[config.mk]
export PLATFORM = sky130hd
export DESIGN_NAME = axilwr2wb_bridge
export DESIGN_NICKNAME = d
export VERILOG_FILES = /design/src/verilog/axilwr2wb_pkg.sv /design/src/verilog/axil_channel_slot.sv /design/src/verilog/wb_write_issuer.sv /design/src/verilog/write_txn_tracker.sv /design/src/verilog/axilwr2wb_bridge.sv
export VERILOG_INCLUDE_DIRS = /design/src /design/src/include
export SDC_FILE = /design/constraint.sdc
export NUM_CORES = 1
export LEC_CHECK = 0
export BUFFER_PORTS_ARGS = -buffer_cell sky130_fd_sc_hd__clkbuf_2
export CAP_MARGIN = 20
export CORE_MARGIN = 2
export CORE_UTILIZATION = 35
export CTS_BUF_LIST = sky130_fd_sc_hd__clkbuf_4 sky130_fd_sc_hd__clkbuf_8
export CTS_CLUSTER_DIAMETER = 80
export CTS_CLUSTER_SIZE = 25
export DETAILED_ROUTE_END_ITERATION = 12
export GPL_TIMING_DRIVEN = 0
export PLACE_DENSITY = 0.64
export SYNTH_ARGS = -nofsm -noshare
export SYNTH_HDL_FRONTEND = slang
export SYNTH_SLANG_ARGS = --single-unit
[constraint.sdc]
create_clock -name i_clk -period 2.33 [get_ports i_clk]
set_input_delay 0.3495 -clock i_clk [delete_from_list [all_inputs] [get_ports i_clk]]
set_output_delay 0.3495 -clock i_clk [all_outputs]
set_load 0.05 [all_outputs]
[src/include/axilwr2wb_macros.svh]
// Bus widths and write pipeline depth for the AXI-lite write to Wishbone bridge
`ifndef AXILWR2WB_MACROS_SVH
`define AXILWR2WB_MACROS_SVH

// AXI-lite side, byte addressed
`define AXILWR2WB_ADDR_WIDTH 28
`define AXILWR2WB_DATA_WIDTH 32
`define AXILWR2WB_SEL_WIDTH (`AXILWR2WB_DATA_WIDTH / 8)

// Byte offset bits below the word address
`define AXILWR2WB_ADDR_LSBS 2

// Wishbone side, word addressed
`define AXILWR2WB_WB_ADDR_WIDTH (`AXILWR2WB_ADDR_WIDTH - `AXILWR2WB_ADDR_LSBS)

// Up to 2**LGFIFO writes between acceptance and response
`define AXILWR2WB_LGFIFO 3

`endif

[src/verilog/axilwr2wb_pkg.sv]
// Payload, response and pointer types shared across the AXI-lite write bridge
`include "axilwr2wb_macros.svh"

package axilwr2wb_pkg;

	// Write address channel item
	typedef struct packed {
		logic [`AXILWR2WB_ADDR_WIDTH-1:0] addr;
	} axil_aw_t;

	// Write data channel item
	typedef struct packed {
		logic [`AXILWR2WB_DATA_WIDTH-1:0] data;
		logic [`AXILWR2WB_SEL_WIDTH-1:0]  strb;
	} axil_w_t;

	// One Wishbone write request, word addressed
	typedef struct packed {
		logic [`AXILWR2WB_WB_ADDR_WIDTH-1:0] addr;
		logic [`AXILWR2WB_DATA_WIDTH-1:0]    data;
		logic [`AXILWR2WB_SEL_WIDTH-1:0]     sel;
	} wb_req_t;

	typedef enum logic [1:0] {
		BRESP_OKAY   = 2'b00,
		BRESP_SLVERR = 2'b10,
		BRESP_DECERR = 2'b11
	} bresp_t;

	// Extra top bit tells full from empty
	typedef logic [`AXILWR2WB_LGFIFO:0] txn_ptr_t;

endpackage

[src/verilog/axil_channel_slot.sv]
// Single-entry holding slot that lets one AXI channel run ahead of the other
`timescale 1ns/100ps

module axil_channel_slot #(
	parameter type payload_t = axilwr2wb_pkg::axil_aw_t
) (
	input  logic     i_clk,
	input  logic     w_reset,
	input  logic     i_valid,
	input  payload_t i_payload,
	output logic     o_ready,
	output logic     o_avail,
	output payload_t o_payload,
	input  logic     i_take
);
	import axilwr2wb_pkg::*;

	logic     held_valid;
	payload_t held;

	// Ready only while nothing is parked here
	assign o_ready   = !held_valid;
	assign o_avail   = held_valid || i_valid;
	assign o_payload = held_valid ? held : i_payload;

	always_ff @(posedge i_clk)
	begin
		if (w_reset)
			held_valid <= 1'b0;
		else if (i_take)
			held_valid <= 1'b0;
		else if (i_valid && o_ready)
			held_valid <= 1'b1;
	end

	// Capture only when the item is not passed straight through
	always_ff @(posedge i_clk)
	begin
		if (!held_valid && i_valid && !i_take)
			held <= i_payload;
	end

	////////////////////////////////////////////////////////////////////////////
	// Checks
	////////////////////////////////////////////////////////////////////////////

	a_held_stable: assert property (@(posedge i_clk) disable iff (w_reset)
		held_valid && !i_take |=> held_valid && $stable(held));

endmodule

[src/verilog/wb_write_issuer.sv]
// Wishbone pipelined write master with strobe, request register and ack counter
`timescale 1ns/100ps
`include "axilwr2wb_macros.svh"

module wb_write_issuer (
	input  logic                  i_clk,
	input  logic                  w_reset,
	input  logic                  i_accept,
	input  axilwr2wb_pkg::wb_req_t i_req,
	output logic                  o_issue_free,
	output logic                  o_wb_cyc,
	output logic                  o_wb_stb,
	output axilwr2wb_pkg::wb_req_t o_wb_req,
	input  logic                  i_wb_ack,
	input  logic                  i_wb_stall,
	input  logic                  i_wb_err,
	output logic                  o_done_ok,
	output logic                  o_done_err
);
	import axilwr2wb_pkg::*;

	localparam int LGFIFO = `AXILWR2WB_LGFIFO;
	localparam int DEPTH  = 1 << LGFIFO;

	logic              stb;
	wb_req_t           req_q;
	logic [LGFIFO:0]   outstanding;
	logic              stb_taken;

	assign o_wb_stb  = stb;
	assign o_wb_req  = req_q;
	assign stb_taken = stb && !i_wb_stall;

	// A new write may load when the current strobe goes out this cycle
	assign o_issue_free = !stb || !i_wb_stall;
	assign o_wb_cyc     = stb || (outstanding != '0);

	// Responses outside a cycle are ignored
	assign o_done_ok  = o_wb_cyc && i_wb_ack;
	assign o_done_err = o_wb_cyc && i_wb_err;

	always_ff @(posedge i_clk)
	begin
		if (w_reset)
			stb <= 1'b0;
		else if (o_done_err)
			stb <= 1'b0;
		else if (i_accept)
			stb <= 1'b1;
		else if (!i_wb_stall)
			stb <= 1'b0;
	end

	always_ff @(posedge i_clk)
	begin
		if (i_accept)
			req_q <= i_req;
	end

	////////////////////////////////////////////////////////////////////////////
	// Outstanding acknowledgements
	////////////////////////////////////////////////////////////////////////////

	always_ff @(posedge i_clk)
	begin
		if (w_reset || o_done_err)
			outstanding <= '0;
		else
		begin
			case ({stb_taken, o_done_ok})
			2'b10: outstanding <= outstanding + 1'b1;
			2'b01: outstanding <= outstanding - 1'b1;
			default: outstanding <= outstanding;
			endcase
		end
	end

	a_count_bound: assert property (@(posedge i_clk) disable iff (w_reset)
		outstanding <= DEPTH);

	// A stalled request must be presented unchanged
	a_stall_hold: assert property (@(posedge i_clk) disable iff (w_reset)
		stb && i_wb_stall && !o_done_err |=> stb && $stable(req_q));

endmodule

[src/verilog/write_txn_tracker.sv]
// Write acceptance, in-order completion tracking, error flush and AXI response
`timescale 1ns/100ps
`include "axilwr2wb_macros.svh"

module write_txn_tracker (
	input  logic                  i_clk,
	input  logic                  w_reset,
	input  logic                  i_aw_avail,
	input  logic                  i_w_avail,
	input  logic                  i_issue_free,
	output logic                  o_accept,
	input  logic                  i_done_ok,
	input  logic                  i_done_err,
	output logic                  o_axi_bvalid,
	output axilwr2wb_pkg::bresp_t o_axi_bresp,
	input  logic                  i_axi_bready
);
	import axilwr2wb_pkg::*;

	localparam int LGFIFO = `AXILWR2WB_LGFIFO;
	localparam int DEPTH  = 1 << LGFIFO;

	// first: accepted, mid: completed, last: answered
	txn_ptr_t first;
	txn_ptr_t mid;
	txn_ptr_t last;
	txn_ptr_t fill;

	logic   err_state;
	logic   fifo_full;
	logic   done;
	logic   flush_step;
	logic   resp_take;
	bresp_t results [DEPTH];

	assign fill       = first - last;
	assign fifo_full  = fill[LGFIFO];
	assign done       = i_done_ok || i_done_err;
	assign flush_step = err_state && (mid != first);
	assign resp_take  = o_axi_bvalid && i_axi_bready;

	assign o_accept = i_aw_avail && i_w_avail && i_issue_free
		&& !fifo_full && !err_state;

	assign o_axi_bvalid = (mid != last);
	assign o_axi_bresp  = results[last[LGFIFO-1:0]];

	////////////////////////////////////////////////////////////////////////////
	// Pointers
	////////////////////////////////////////////////////////////////////////////

	always_ff @(posedge i_clk)
	begin
		if (w_reset)
			first <= '0;
		else if (o_accept)
			first <= first + 1'b1;
	end

	// Flush steps only run once the bus cycle has been dropped
	always_ff @(posedge i_clk)
	begin
		if (w_reset)
			mid <= '0;
		else if (done || flush_step)
			mid <= mid + 1'b1;
	end

	always_ff @(posedge i_clk)
	begin
		if (w_reset)
			last <= '0;
		else if (resp_take)
			last <= last + 1'b1;
	end

	always_ff @(posedge i_clk)
	begin
		if (w_reset)
			err_state <= 1'b0;
		else if (i_done_err)
			err_state <= 1'b1;
		else if (first == last)
			err_state <= 1'b0;
	end

	// Result per write, read back in order at last
	always_ff @(posedge i_clk)
	begin
		if (done)
			results[mid[LGFIFO-1:0]] <= i_done_err ? BRESP_SLVERR : BRESP_OKAY;
		else if (flush_step)
			results[mid[LGFIFO-1:0]] <= BRESP_DECERR;
	end

	a_fill_bound: assert property (@(posedge i_clk) disable iff (w_reset)
		fill <= DEPTH);

	// Nothing enters the pipeline while the error is being drained
	a_no_accept_err: assert property (@(posedge i_clk) disable iff (w_reset)
		err_state |=> first == $past(first));

endmodule

[src/verilog/axilwr2wb_bridge.sv]
// AXI-lite write slave to pipelined Wishbone write master bridge, top level
`timescale 1ns/100ps
`include "axilwr2wb_macros.svh"

module axilwr2wb_bridge (
	input  logic                                i_clk,
	input  logic                                i_axi_reset_n,
	// AXI write address channel
	input  logic                                i_axi_awvalid,
	input  logic [`AXILWR2WB_ADDR_WIDTH-1:0]    i_axi_awaddr,
	output logic                                o_axi_awready,
	// AXI write data channel
	input  logic                                i_axi_wvalid,
	input  logic [`AXILWR2WB_DATA_WIDTH-1:0]    i_axi_wdata,
	input  logic [`AXILWR2WB_SEL_WIDTH-1:0]     i_axi_wstrb,
	output logic                                o_axi_wready,
	// AXI write response channel
	output logic                                o_axi_bvalid,
	output logic [1:0]                          o_axi_bresp,
	input  logic                                i_axi_bready,
	// Wishbone pipelined master
	output logic                                o_wb_cyc,
	output logic                                o_wb_stb,
	output logic [`AXILWR2WB_WB_ADDR_WIDTH-1:0] o_wb_addr,
	output logic [`AXILWR2WB_DATA_WIDTH-1:0]    o_wb_data,
	output logic [`AXILWR2WB_SEL_WIDTH-1:0]     o_wb_sel,
	input  logic                                i_wb_ack,
	input  logic                                i_wb_stall,
	input  logic                                i_wb_err
);
	import axilwr2wb_pkg::*;

	logic      w_reset;
	axil_aw_t  aw_in;
	axil_aw_t  aw_payload;
	axil_w_t   w_in;
	axil_w_t   w_payload;
	wb_req_t   wb_req;
	wb_req_t   wb_req_q;
	bresp_t    bresp;
	logic      aw_avail;
	logic      w_avail;
	logic      accept;
	logic      issue_free;
	logic      done_ok;
	logic      done_err;

	assign w_reset = !i_axi_reset_n;

	assign aw_in = '{addr: i_axi_awaddr};
	assign w_in  = '{data: i_axi_wdata, strb: i_axi_wstrb};

	// Word address from the byte address
	assign wb_req = '{
		addr: aw_payload.addr[`AXILWR2WB_ADDR_WIDTH-1:`AXILWR2WB_ADDR_LSBS],
		data: w_payload.data,
		sel:  w_payload.strb
	};

	assign o_wb_addr   = wb_req_q.addr;
	assign o_wb_data   = wb_req_q.data;
	assign o_wb_sel    = wb_req_q.sel;
	assign o_axi_bresp = bresp;

	axil_channel_slot #(.payload_t(axil_aw_t)) aw_slot_inst (
		.i_clk(i_clk), .w_reset(w_reset),
		.i_valid(i_axi_awvalid), .i_payload(aw_in), .o_ready(o_axi_awready),
		.o_avail(aw_avail), .o_payload(aw_payload), .i_take(accept)
	);

	axil_channel_slot #(.payload_t(axil_w_t)) w_slot_inst (
		.i_clk(i_clk), .w_reset(w_reset),
		.i_valid(i_axi_wvalid), .i_payload(w_in), .o_ready(o_axi_wready),
		.o_avail(w_avail), .o_payload(w_payload), .i_take(accept)
	);

	wb_write_issuer wb_write_issuer_inst (
		.i_clk(i_clk), .w_reset(w_reset),
		.i_accept(accept), .i_req(wb_req), .o_issue_free(issue_free),
		.o_wb_cyc(o_wb_cyc), .o_wb_stb(o_wb_stb), .o_wb_req(wb_req_q),
		.i_wb_ack(i_wb_ack), .i_wb_stall(i_wb_stall), .i_wb_err(i_wb_err),
		.o_done_ok(done_ok), .o_done_err(done_err)
	);

	write_txn_tracker write_txn_tracker_inst (
		.i_clk(i_clk), .w_reset(w_reset),
		.i_aw_avail(aw_avail), .i_w_avail(w_avail), .i_issue_free(issue_free),
		.o_accept(accept), .i_done_ok(done_ok), .i_done_err(done_err),
		.o_axi_bvalid(o_axi_bvalid), .o_axi_bresp(bresp),
		.i_axi_bready(i_axi_bready)
	);

endmodule

==> results of run 1 <==
cell families after synthesis:
kind of cell | synth area share (%)
mux | 13.8
flops | 72.5
compound gates | 2.98
buf+inv | 1.89
fa+ha+maj | 1.75
simple gates | 5.27
xor+xnor | 1.77
routing by layer:
| metal | wire length, um | track usage [%] | up-vias |
|---|---|---|---|
| met1 | 5190 | 15.6 | 1867 |
| li1 | - | - | 1797 |
| met3 | 735 | 4.37 | 20 |
| met4 | 234 | 5.74 | 0 |
| met5 | 0 | 0 | - |
| met2 | 6740 | 22.9 | 87 |
timing repair:
| item | 4_1_cts | 5_1_grt |
|---|---|---|
| setup buffers | 9 | 4 |
| gates resized for setup | 24 | 4 |
| cloned | 1 | 0 |
| pin swaps | 7 | 2 |
| setup endpoints to repair | 133 | 124 |
worst max path at each step:
stage / from / end / slack, ns / cells past startpoint
after floorplan: wb_write_issuer_inst.o_wb_stb / wb_write_issuer_inst.outstanding[2] / -0.22 / 10
after CTS: wb_write_issuer_inst.o_wb_stb / wb_write_issuer_inst.outstanding[2] / -0.001 / 10
after detailed placement: write_txn_tracker_inst.last[2] / w_slot_inst.held[24] / -0.35 / 6
after global placement: write_txn_tracker_inst.last[2] / aw_slot_inst.held[8] / -0.56 / 6
final: wb_write_issuer_inst.o_wb_stb / wb_write_issuer_inst.outstanding[3] / -0.005 / 8
after global routing: wb_write_issuer_inst.o_wb_stb / wb_write_issuer_inst.outstanding[2] / -0.09 / 10
state kept, by name (all words and copies together) (netlist names), named ones only:
signal / cells
write_txn_tracker_inst.results: 16
aw_slot_inst.held: 26
wb_write_issuer_inst.o_wb_stb: 1
w_slot_inst.held_valid: 1
aw_slot_inst.held_valid: 1
w_slot_inst.held: 36
write_txn_tracker_inst.first: 4
write_txn_tracker_inst.last: 4
write_txn_tracker_inst.mid: 4
wb_write_issuer_inst.outstanding: 4
wb_write_issuer_inst.o_wb_req: 62
write_txn_tracker_inst.err_state: 1
cell type report:
type | instances | area, um2
buffer | 10 | 65.1
timing repair buffer | 152 | 866
multi-input combinational | 189 | 1740
tap | 229 | 287
clock inverter | 14 | 145
inverter | 13 | 61.3
antenna | 1 | 2.50
sequential | 163 | 4670
fill | 1651 | 9950
clock buffer | 17 | 234
power groups by stage:
stage	clock, uW	sequential, uW	combinational, uW
final	1990	4530	4510
after global routing	2170	4610	4830
after CTS	2050	4540	4430
after detailed placement	0	4600	4130
after global placement	0	4570	4020
after floorplan	0	5910	1780
critical path, delay by kind of cell, from the launching register on:
| family | cells | cell delay (ns) |
|---|---|---|
| AO/OA/AOI/OAI | 3 | 0.50 |
| AND/OR/NAND/NOR | 2 | 1.03 |
| buffers and inverters | 2 | 0.22 |
| flip-flops | 1 | 0.35 |
| adder cells (fa/ha/maj) | 1 | 0.17 |
cell usage in the layout, fill, tap and decap left out, drive strengths merged, types with 2 or more instances in the layout:
| master | synthesis | routed |
|---|---|---|
| clkbuf | 4 | 157 |
| edfxtp | 140 | 140 |
| mux2 | 64 | 64 |
| dfxtp | 23 | 23 |
| buf | 8 | 22 |
| inv | 12 | 19 |
| nand2 | 14 | 14 |
| a21oi | 11 | 11 |
| xor2 | 9 | 9 |
| nor2 | 9 | 9 |
| ha | 9 | 9 |
| mux2i | 8 | 8 |
| nand3 | 7 | 7 |
| o21ai | 7 | 7 |
| nand2b | 5 | 5 |
| clkinv | 1 | 5 |
| mux4 | 4 | 4 |
| xnor2 | 4 | 4 |
| or3 | 4 | 4 |
| and3 | 2 | 3 |
| nor3 | 3 | 3 |
| nand4 | 3 | 3 |
| nor4b | 2 | 2 |
| and3b | 2 | 2 |
| nor4 | 2 | 2 |
| a211oi | 2 | 2 |
| clkinvlp | 0 | 2 |
| a21o | 2 | 2 |
per-stage QoR:
step | cell area [um2] | cells | setup WS, ns | util [%]
6_report | 8080 | 788 | -0.00511 | 44.8
5_1_grt | 8080 | 788 | -0.0908 | 44.8
4_1_cts | 7990 | 784 | -0.00113 | 44.3
3_5_place_dp | 7450 | 744 | -0.346 | 41.3
3_3_place_gp | 7420 | 743 | -0.563 | 41.2
2_1_floorplan | 6440 | 376 | -0.216 | -
==> metrics, run 1 <==
post-synthesis cell area=6430 um2; CP Launch Type=register; Final Slew Violations=0; Clock Path Buffers=2; Pwr Total=11000 uW; Synth Register Bits=163; WL final=12.9 mm; initial drt markers=179; H-Tree Level Count=4; Post-DP HPWL=roughly 9 mm; clk slew on worst S/H paths=0.10 ns; crit path capture type=register; Logic pwr share=40.9%; Post-Syn Instances=376; Clock Latency Late Sink=0.45 ns; total CTS buffers=17; Switch Pwr=4520 uW; PnR worst setup slack=-0.00511 ns; Achievable Freq=approximately 430 MHz; synth top area cells=edfxtp_1 65%, mux2_2 11%, dfxtp_1 7.2%; leakage power=0.00307 uW; number of synthesized flops with an enable pin=140; Root Buffer=clkbuf_8; Die Wd=140 um; clock power share=18.0%; Final Hold Fails=0; effective utilization at floorplan=35.7%; first-pass GRT wire length=20.2 mm; Syn Area/Cell=17.1 um2; critical path class=register to register; crit-path max FO=4; CP max stage cell=or4_4; status=complete, but fails checks; ys flop type=edfxtp_1; Synth cell types=46; syn_nets=457; Hold Crit Class=input port to register; Slew HR=roughly three fifths; CP arrival=2.70 ns; GRT Total Usage=13.4%; worst path cell trace=or4_4 > o21ai_4 > inv_2 > ha_4 > buf_4 > or4b_4 > a31o_2 > a21oi_1; Total Nets Final=627; Critical Path RT=2.70 ns; FP Rows=49; switching share of power=41.0%; total number of vias=roughly 3800; synth warn=0; Sink Count=163; period utilisation layout=100%; Hold Path Depth=1; VDD IR max=0.658 mV; gr ovfl total=0; GP Congestion=0.733; hold buffer count at cts=0; number of max-cap violations=0; setup violators final=1; Power Density=1370 nW/um2; IO Port Bufs=~140; Worst Hold Path EP=w_slot_inst.held[7]; Final ANT Viol Nets=0; Die Height=140 um; layout cell share with drive strength beyond 1=50.5%; num ports=141; Hold Crit Start=i_axi_wdata[3]; WHS=0.0886 ns; most frequent cells after synthesis=140 x edfxtp_1, 64 x mux2_2, 23 x dfxtp_1; total iterations of the first detailed-routing run=4; initial antenna violation count=1; Final min period=2.34 ns; share of power burned in registers=about 40%; failing checks=negative setup slack; CTS tree=yes; drt drc=0; capture point of the worst reg-to-reg path=wb_write_issuer_inst.outstanding[3]; Avg Vias per Cell=4.79; vias in the first global route=3907; biggest area consumer among synthesized cells=edfxtp_1; Reg2Reg Launch Point=wb_write_issuer_inst.o_wb_stb; CP peak stage delay=0.55 ns; Synth top area share=between 60% and 70%; Die ar.=19500 um2; Worst R2R Setup Slack=-0.005 ns; Syn-to-layout area delta=25.5%; core area=18000 um2; largest net degree at the start of global routing=67; RSZ-0062 raised after global routing=true; wire per inst=16.4 um; Seq/Total Area, Yosys=between 70 and 80%; Worst-Margin Slew=0.613 ns; async set or reset register ratio after synthesis=0%; R2R depth=8; Post-Route Setup TNS=-0.00511 ns; count leader, synth=edfxtp_1; Pint=6500 uW; Fin Clk Skew=0.0168 ns
No activity file was read; power rests on OpenSTA's default activity.
==> run 2: changes to the inputs <==
ABC_AREA = 1   (was unset)
==> run 2 against run 1 <==
Effect of this change:
- total power rose by 6.6%
- worst setup slack improved by 0.17 ns
- largest cell class unchanged
- via count rose by 18%
- critical endpoint is now aw_slot_inst.held[3]
- the run ends with design-rule violations left
- highest routed layer unchanged
==> metrics, run 2 <==
status=complete, but fails checks; failing checks=design-rule violations; number of synthesized flops with an enable pin=140 (unchanged); most frequent cells in the layout=232 x nand2_1, 140 x edfxtp_1, 139 x clkbuf_2, 42 x nor2_1, 25 x inv_1; IO Port Bufs=138 (unchanged); largest net degree at the start of global routing=35 (-48%); num ports=141 (unchanged); wire per inst=14.1 um (-14%); async set or reset register ratio after synthesis=0% (unchanged); Synth top area share=64.8% (-0.50 points); Die ar.=19600 um2 (+0.75%); GRT Total Usage=14.3% (+0.84 points); WL met1=6.32 mm (+22%); Critical Path RT=2.42 ns (-0.28 ns); critical path class=register to register; capture point of the worst reg-to-reg path=aw_slot_inst.held[3]; Pwr Total=11800 uW (+6.6%); Final Hold Fails=0 (unchanged); number of max-cap violations=0 (unchanged); met2 WL=6.57 mm (-2.5%); WHS=0.0870 ns (-0.00168 ns); Worst Hold Path EP=w_slot_inst.held[21]; Final Non-Filler Cells=981 (+24%); crit path capture type=register; biggest area consumer among synthesized cells=edfxtp_1; ys flop type=edfxtp_1; gr ovfl total=0 (unchanged); Final Slew Violations=0 (unchanged); Largest register FFs=62 (unchanged); Syn-to-layout area delta=23.9%; Power Density=1460 nW/um2 (+7.2%); Slew HR=37.6% (-21 points); most common cell after layout, fill and taps aside=nand2_1; layout cell share with drive strength beyond 1=27.4% (-23 points); CP arrival=2.25 ns (-0.45 ns); post-route design area=8030 um2 (-0.53%); uppermost routed layer=met4; Clock Path Buffers=2 (unchanged); first-pass GRT wire length=21.7 mm (+7.3%); WL final=13.9 mm (+7.5%); synth top area cells=edfxtp_1 65%, nand2_1 13%, dfxtp_1 7.1%; drt drc=12 (+12); count leader, synth=nand2_1; total CTS buffers=17 (unchanged); Final min period=2.16 ns (-0.171 ns); CP Launch Type=register; total number of vias=4455 (+18%); Avg Vias per Cell=4.54 (-5.1%); CTS tree=yes; Worst R2R Setup Slack=0.17 ns (+0.17 ns); setup violators final=0 (-1); syn_nets=655 (+43%); Hold Crit Class=input port to register; post-synthesis cell area=6480 um2 (+0.78%); placed cell count=943 (+27%); crit-path max FO=13 (+9); Seq/Total Area, Yosys=71.9% (-0.56 points); Synth cell types=27 (-41%); Total Nets Final=820 (+31%); Syn Area/Cell=11.3 um2 (-34%); RSZ-0062 raised after global routing=false; VDD IR max=0.765 mV (+16%); total iterations of the first detailed-routing run=9 (+5); effective utilization at floorplan=35.8% (+0.16 points); Fin Clk Skew=0.0174 ns (+0.000622 ns); Worst-Margin Slew=0.926 ns (+0.313 ns); Post-DP HPWL=9.60 mm (+9.8%); Hold Crit Start=i_axi_wdata[17]; leakage power=0.00344 uW (+12%); Reg2Reg Launch Point=write_txn_tracker_inst.first[0]; Sink Count=163 (unchanged); Achievable Freq=462 MHz (+7.9%); DP Area=7540 um2 (+1.2%); H-Tree Level Count=4 (unchanged); Post-Syn Instances=574 (+53%); Synth Register Bits=163 (unchanged); FP Rows=49 (unchanged); Hold Path Depth=1 (unchanged); most frequent cells after synthesis=232 x nand2_1, 140 x edfxtp_1, 42 x nor2_1; Die Height=140 um (+0.38%); core area=18100 um2 (+0.34%); Final ANT Viol Nets=0 (unchanged); Die Wd=140 um (+0.38%); clk slew on worst S/H paths=0.10 ns (about the same); initial antenna violation count=0 (-1); Clock Latency Late Sink=0.44 ns (about the same); synth warn=0 (unchanged); crit path from=write_txn_tracker_inst.first[0]; Root Buffer=clkbuf_8; vias in the first global route=4325 (+11%); initial drt markers=232 (+30%); R2R depth=10 (+2); period utilisation layout=92.9% (-7.4 points); GP Congestion=0.801 (+9.3%); met3 wire length=621 um (-16%); diodes inserted=0 (-1)
==> run 2: changes by cell type in the layout (fill, tap and decap cells not counted), moves of 8 or more <==
cell / previous run / this run
mux2_2: 64 / 0
nand3_1: 7 / 17
nand2_1: 14 / 232
inv_1: 10 / 25
o21ai_0: 6 / 14
mux2i_1: 8 / 0
nor2_1: 9 / 42
==> run 2: worst max path at each step <==
stage	end	slack, ns	cells past startpoint
after detailed placement	aw_slot_inst.held[11]	-0.19	9
after floorplan	wb_write_issuer_inst.o_wb_req[0]	-0.06	9
after global placement	wb_write_issuer_inst.o_wb_req[45]	-0.72	8
after CTS	wb_write_issuer_inst.o_wb_req[40]	0.004	9
final	aw_slot_inst.held[3]	0.17	10
after global routing	aw_slot_inst.held[3]	0.002	10
==> run 2: logic make-up after synthesis <==
| logic type | Yosys count | share of synthesized area [%] |
|---|---|---|
| and+or+nand+nor | 304 | 18.5 |
| AOI/OAI and AO/OA | 35 | 2.84 |
| DFF | 163 | 71.9 |
| adders and majority gates | 9 | 1.74 |
| xor gates and xnor gates | 14 | 1.89 |
| buffers and inverters | 49 | 3.05 |
==> run 2: through the flow <==
stage / TNS, ns / worst slack (ns) / utilization (%)
floorplan: -3.78 / -0.0610 / -
global placement: -66.86 / -0.721 / 41.4
detailed placement: -14.17 / -0.191 / 41.7
CTS: 0 / 0.00438 / 44.2
global route: 0 / 0.00213 / 44.4
finish: 0 / 0.166 / 44.4
==> run 2: final cells by class <==
class                           count  area [um2]
Fill cell                        1684       10100
Sequential cell                   163        4670
Multi-Input combinational cell    362        1640
Timing Repair Buffer              145         788
Tap cell                          229         287
Clock buffer                       17         234
Clock inverter                     15         188
Inverter                           32         131
Buffer                             16        75.1
Timing Repair inverter              2        15.0
==> run 2: layer usage <==
layer / track usage (%) / vias up
met2: 23.0 / 118
li1: - / 2246
met4: 6.65 / 0
met1: 18.5 / 2070
met5: 0 / -
met3: 3.04 / 21
==> run 2: timing repair <==
item | CTS | global route
resized for setup | 5 | 2
setup endpoints to repair | 82 | 36
setup buffers | 1 | 4
pin swaps | 0 | 0
hold buffers | 0 | 0
cloned | 2 | 0
==> run 2: power breakdown <==
group | internal [uW] | switching (uW) | total, uW
clock | 1010 | 1160 | 2170
combinational | 1110 | 3790 | 4900
sequential | 4370 | 328 | 4700
==> run 2: worst max-delay path, cell delays in order, from the launching register on <==
cell        delay [ns]
dfxtp_1           0.38
inv_1             0.12
ha_1              0.18
nand3b_1          0.18
nand2_1           0.07
nand2_1           0.06
nand2_2           0.09
nand2_2           0.06
buf_6             0.16
nand3_2           0.16
clkinvlp_4        0.34
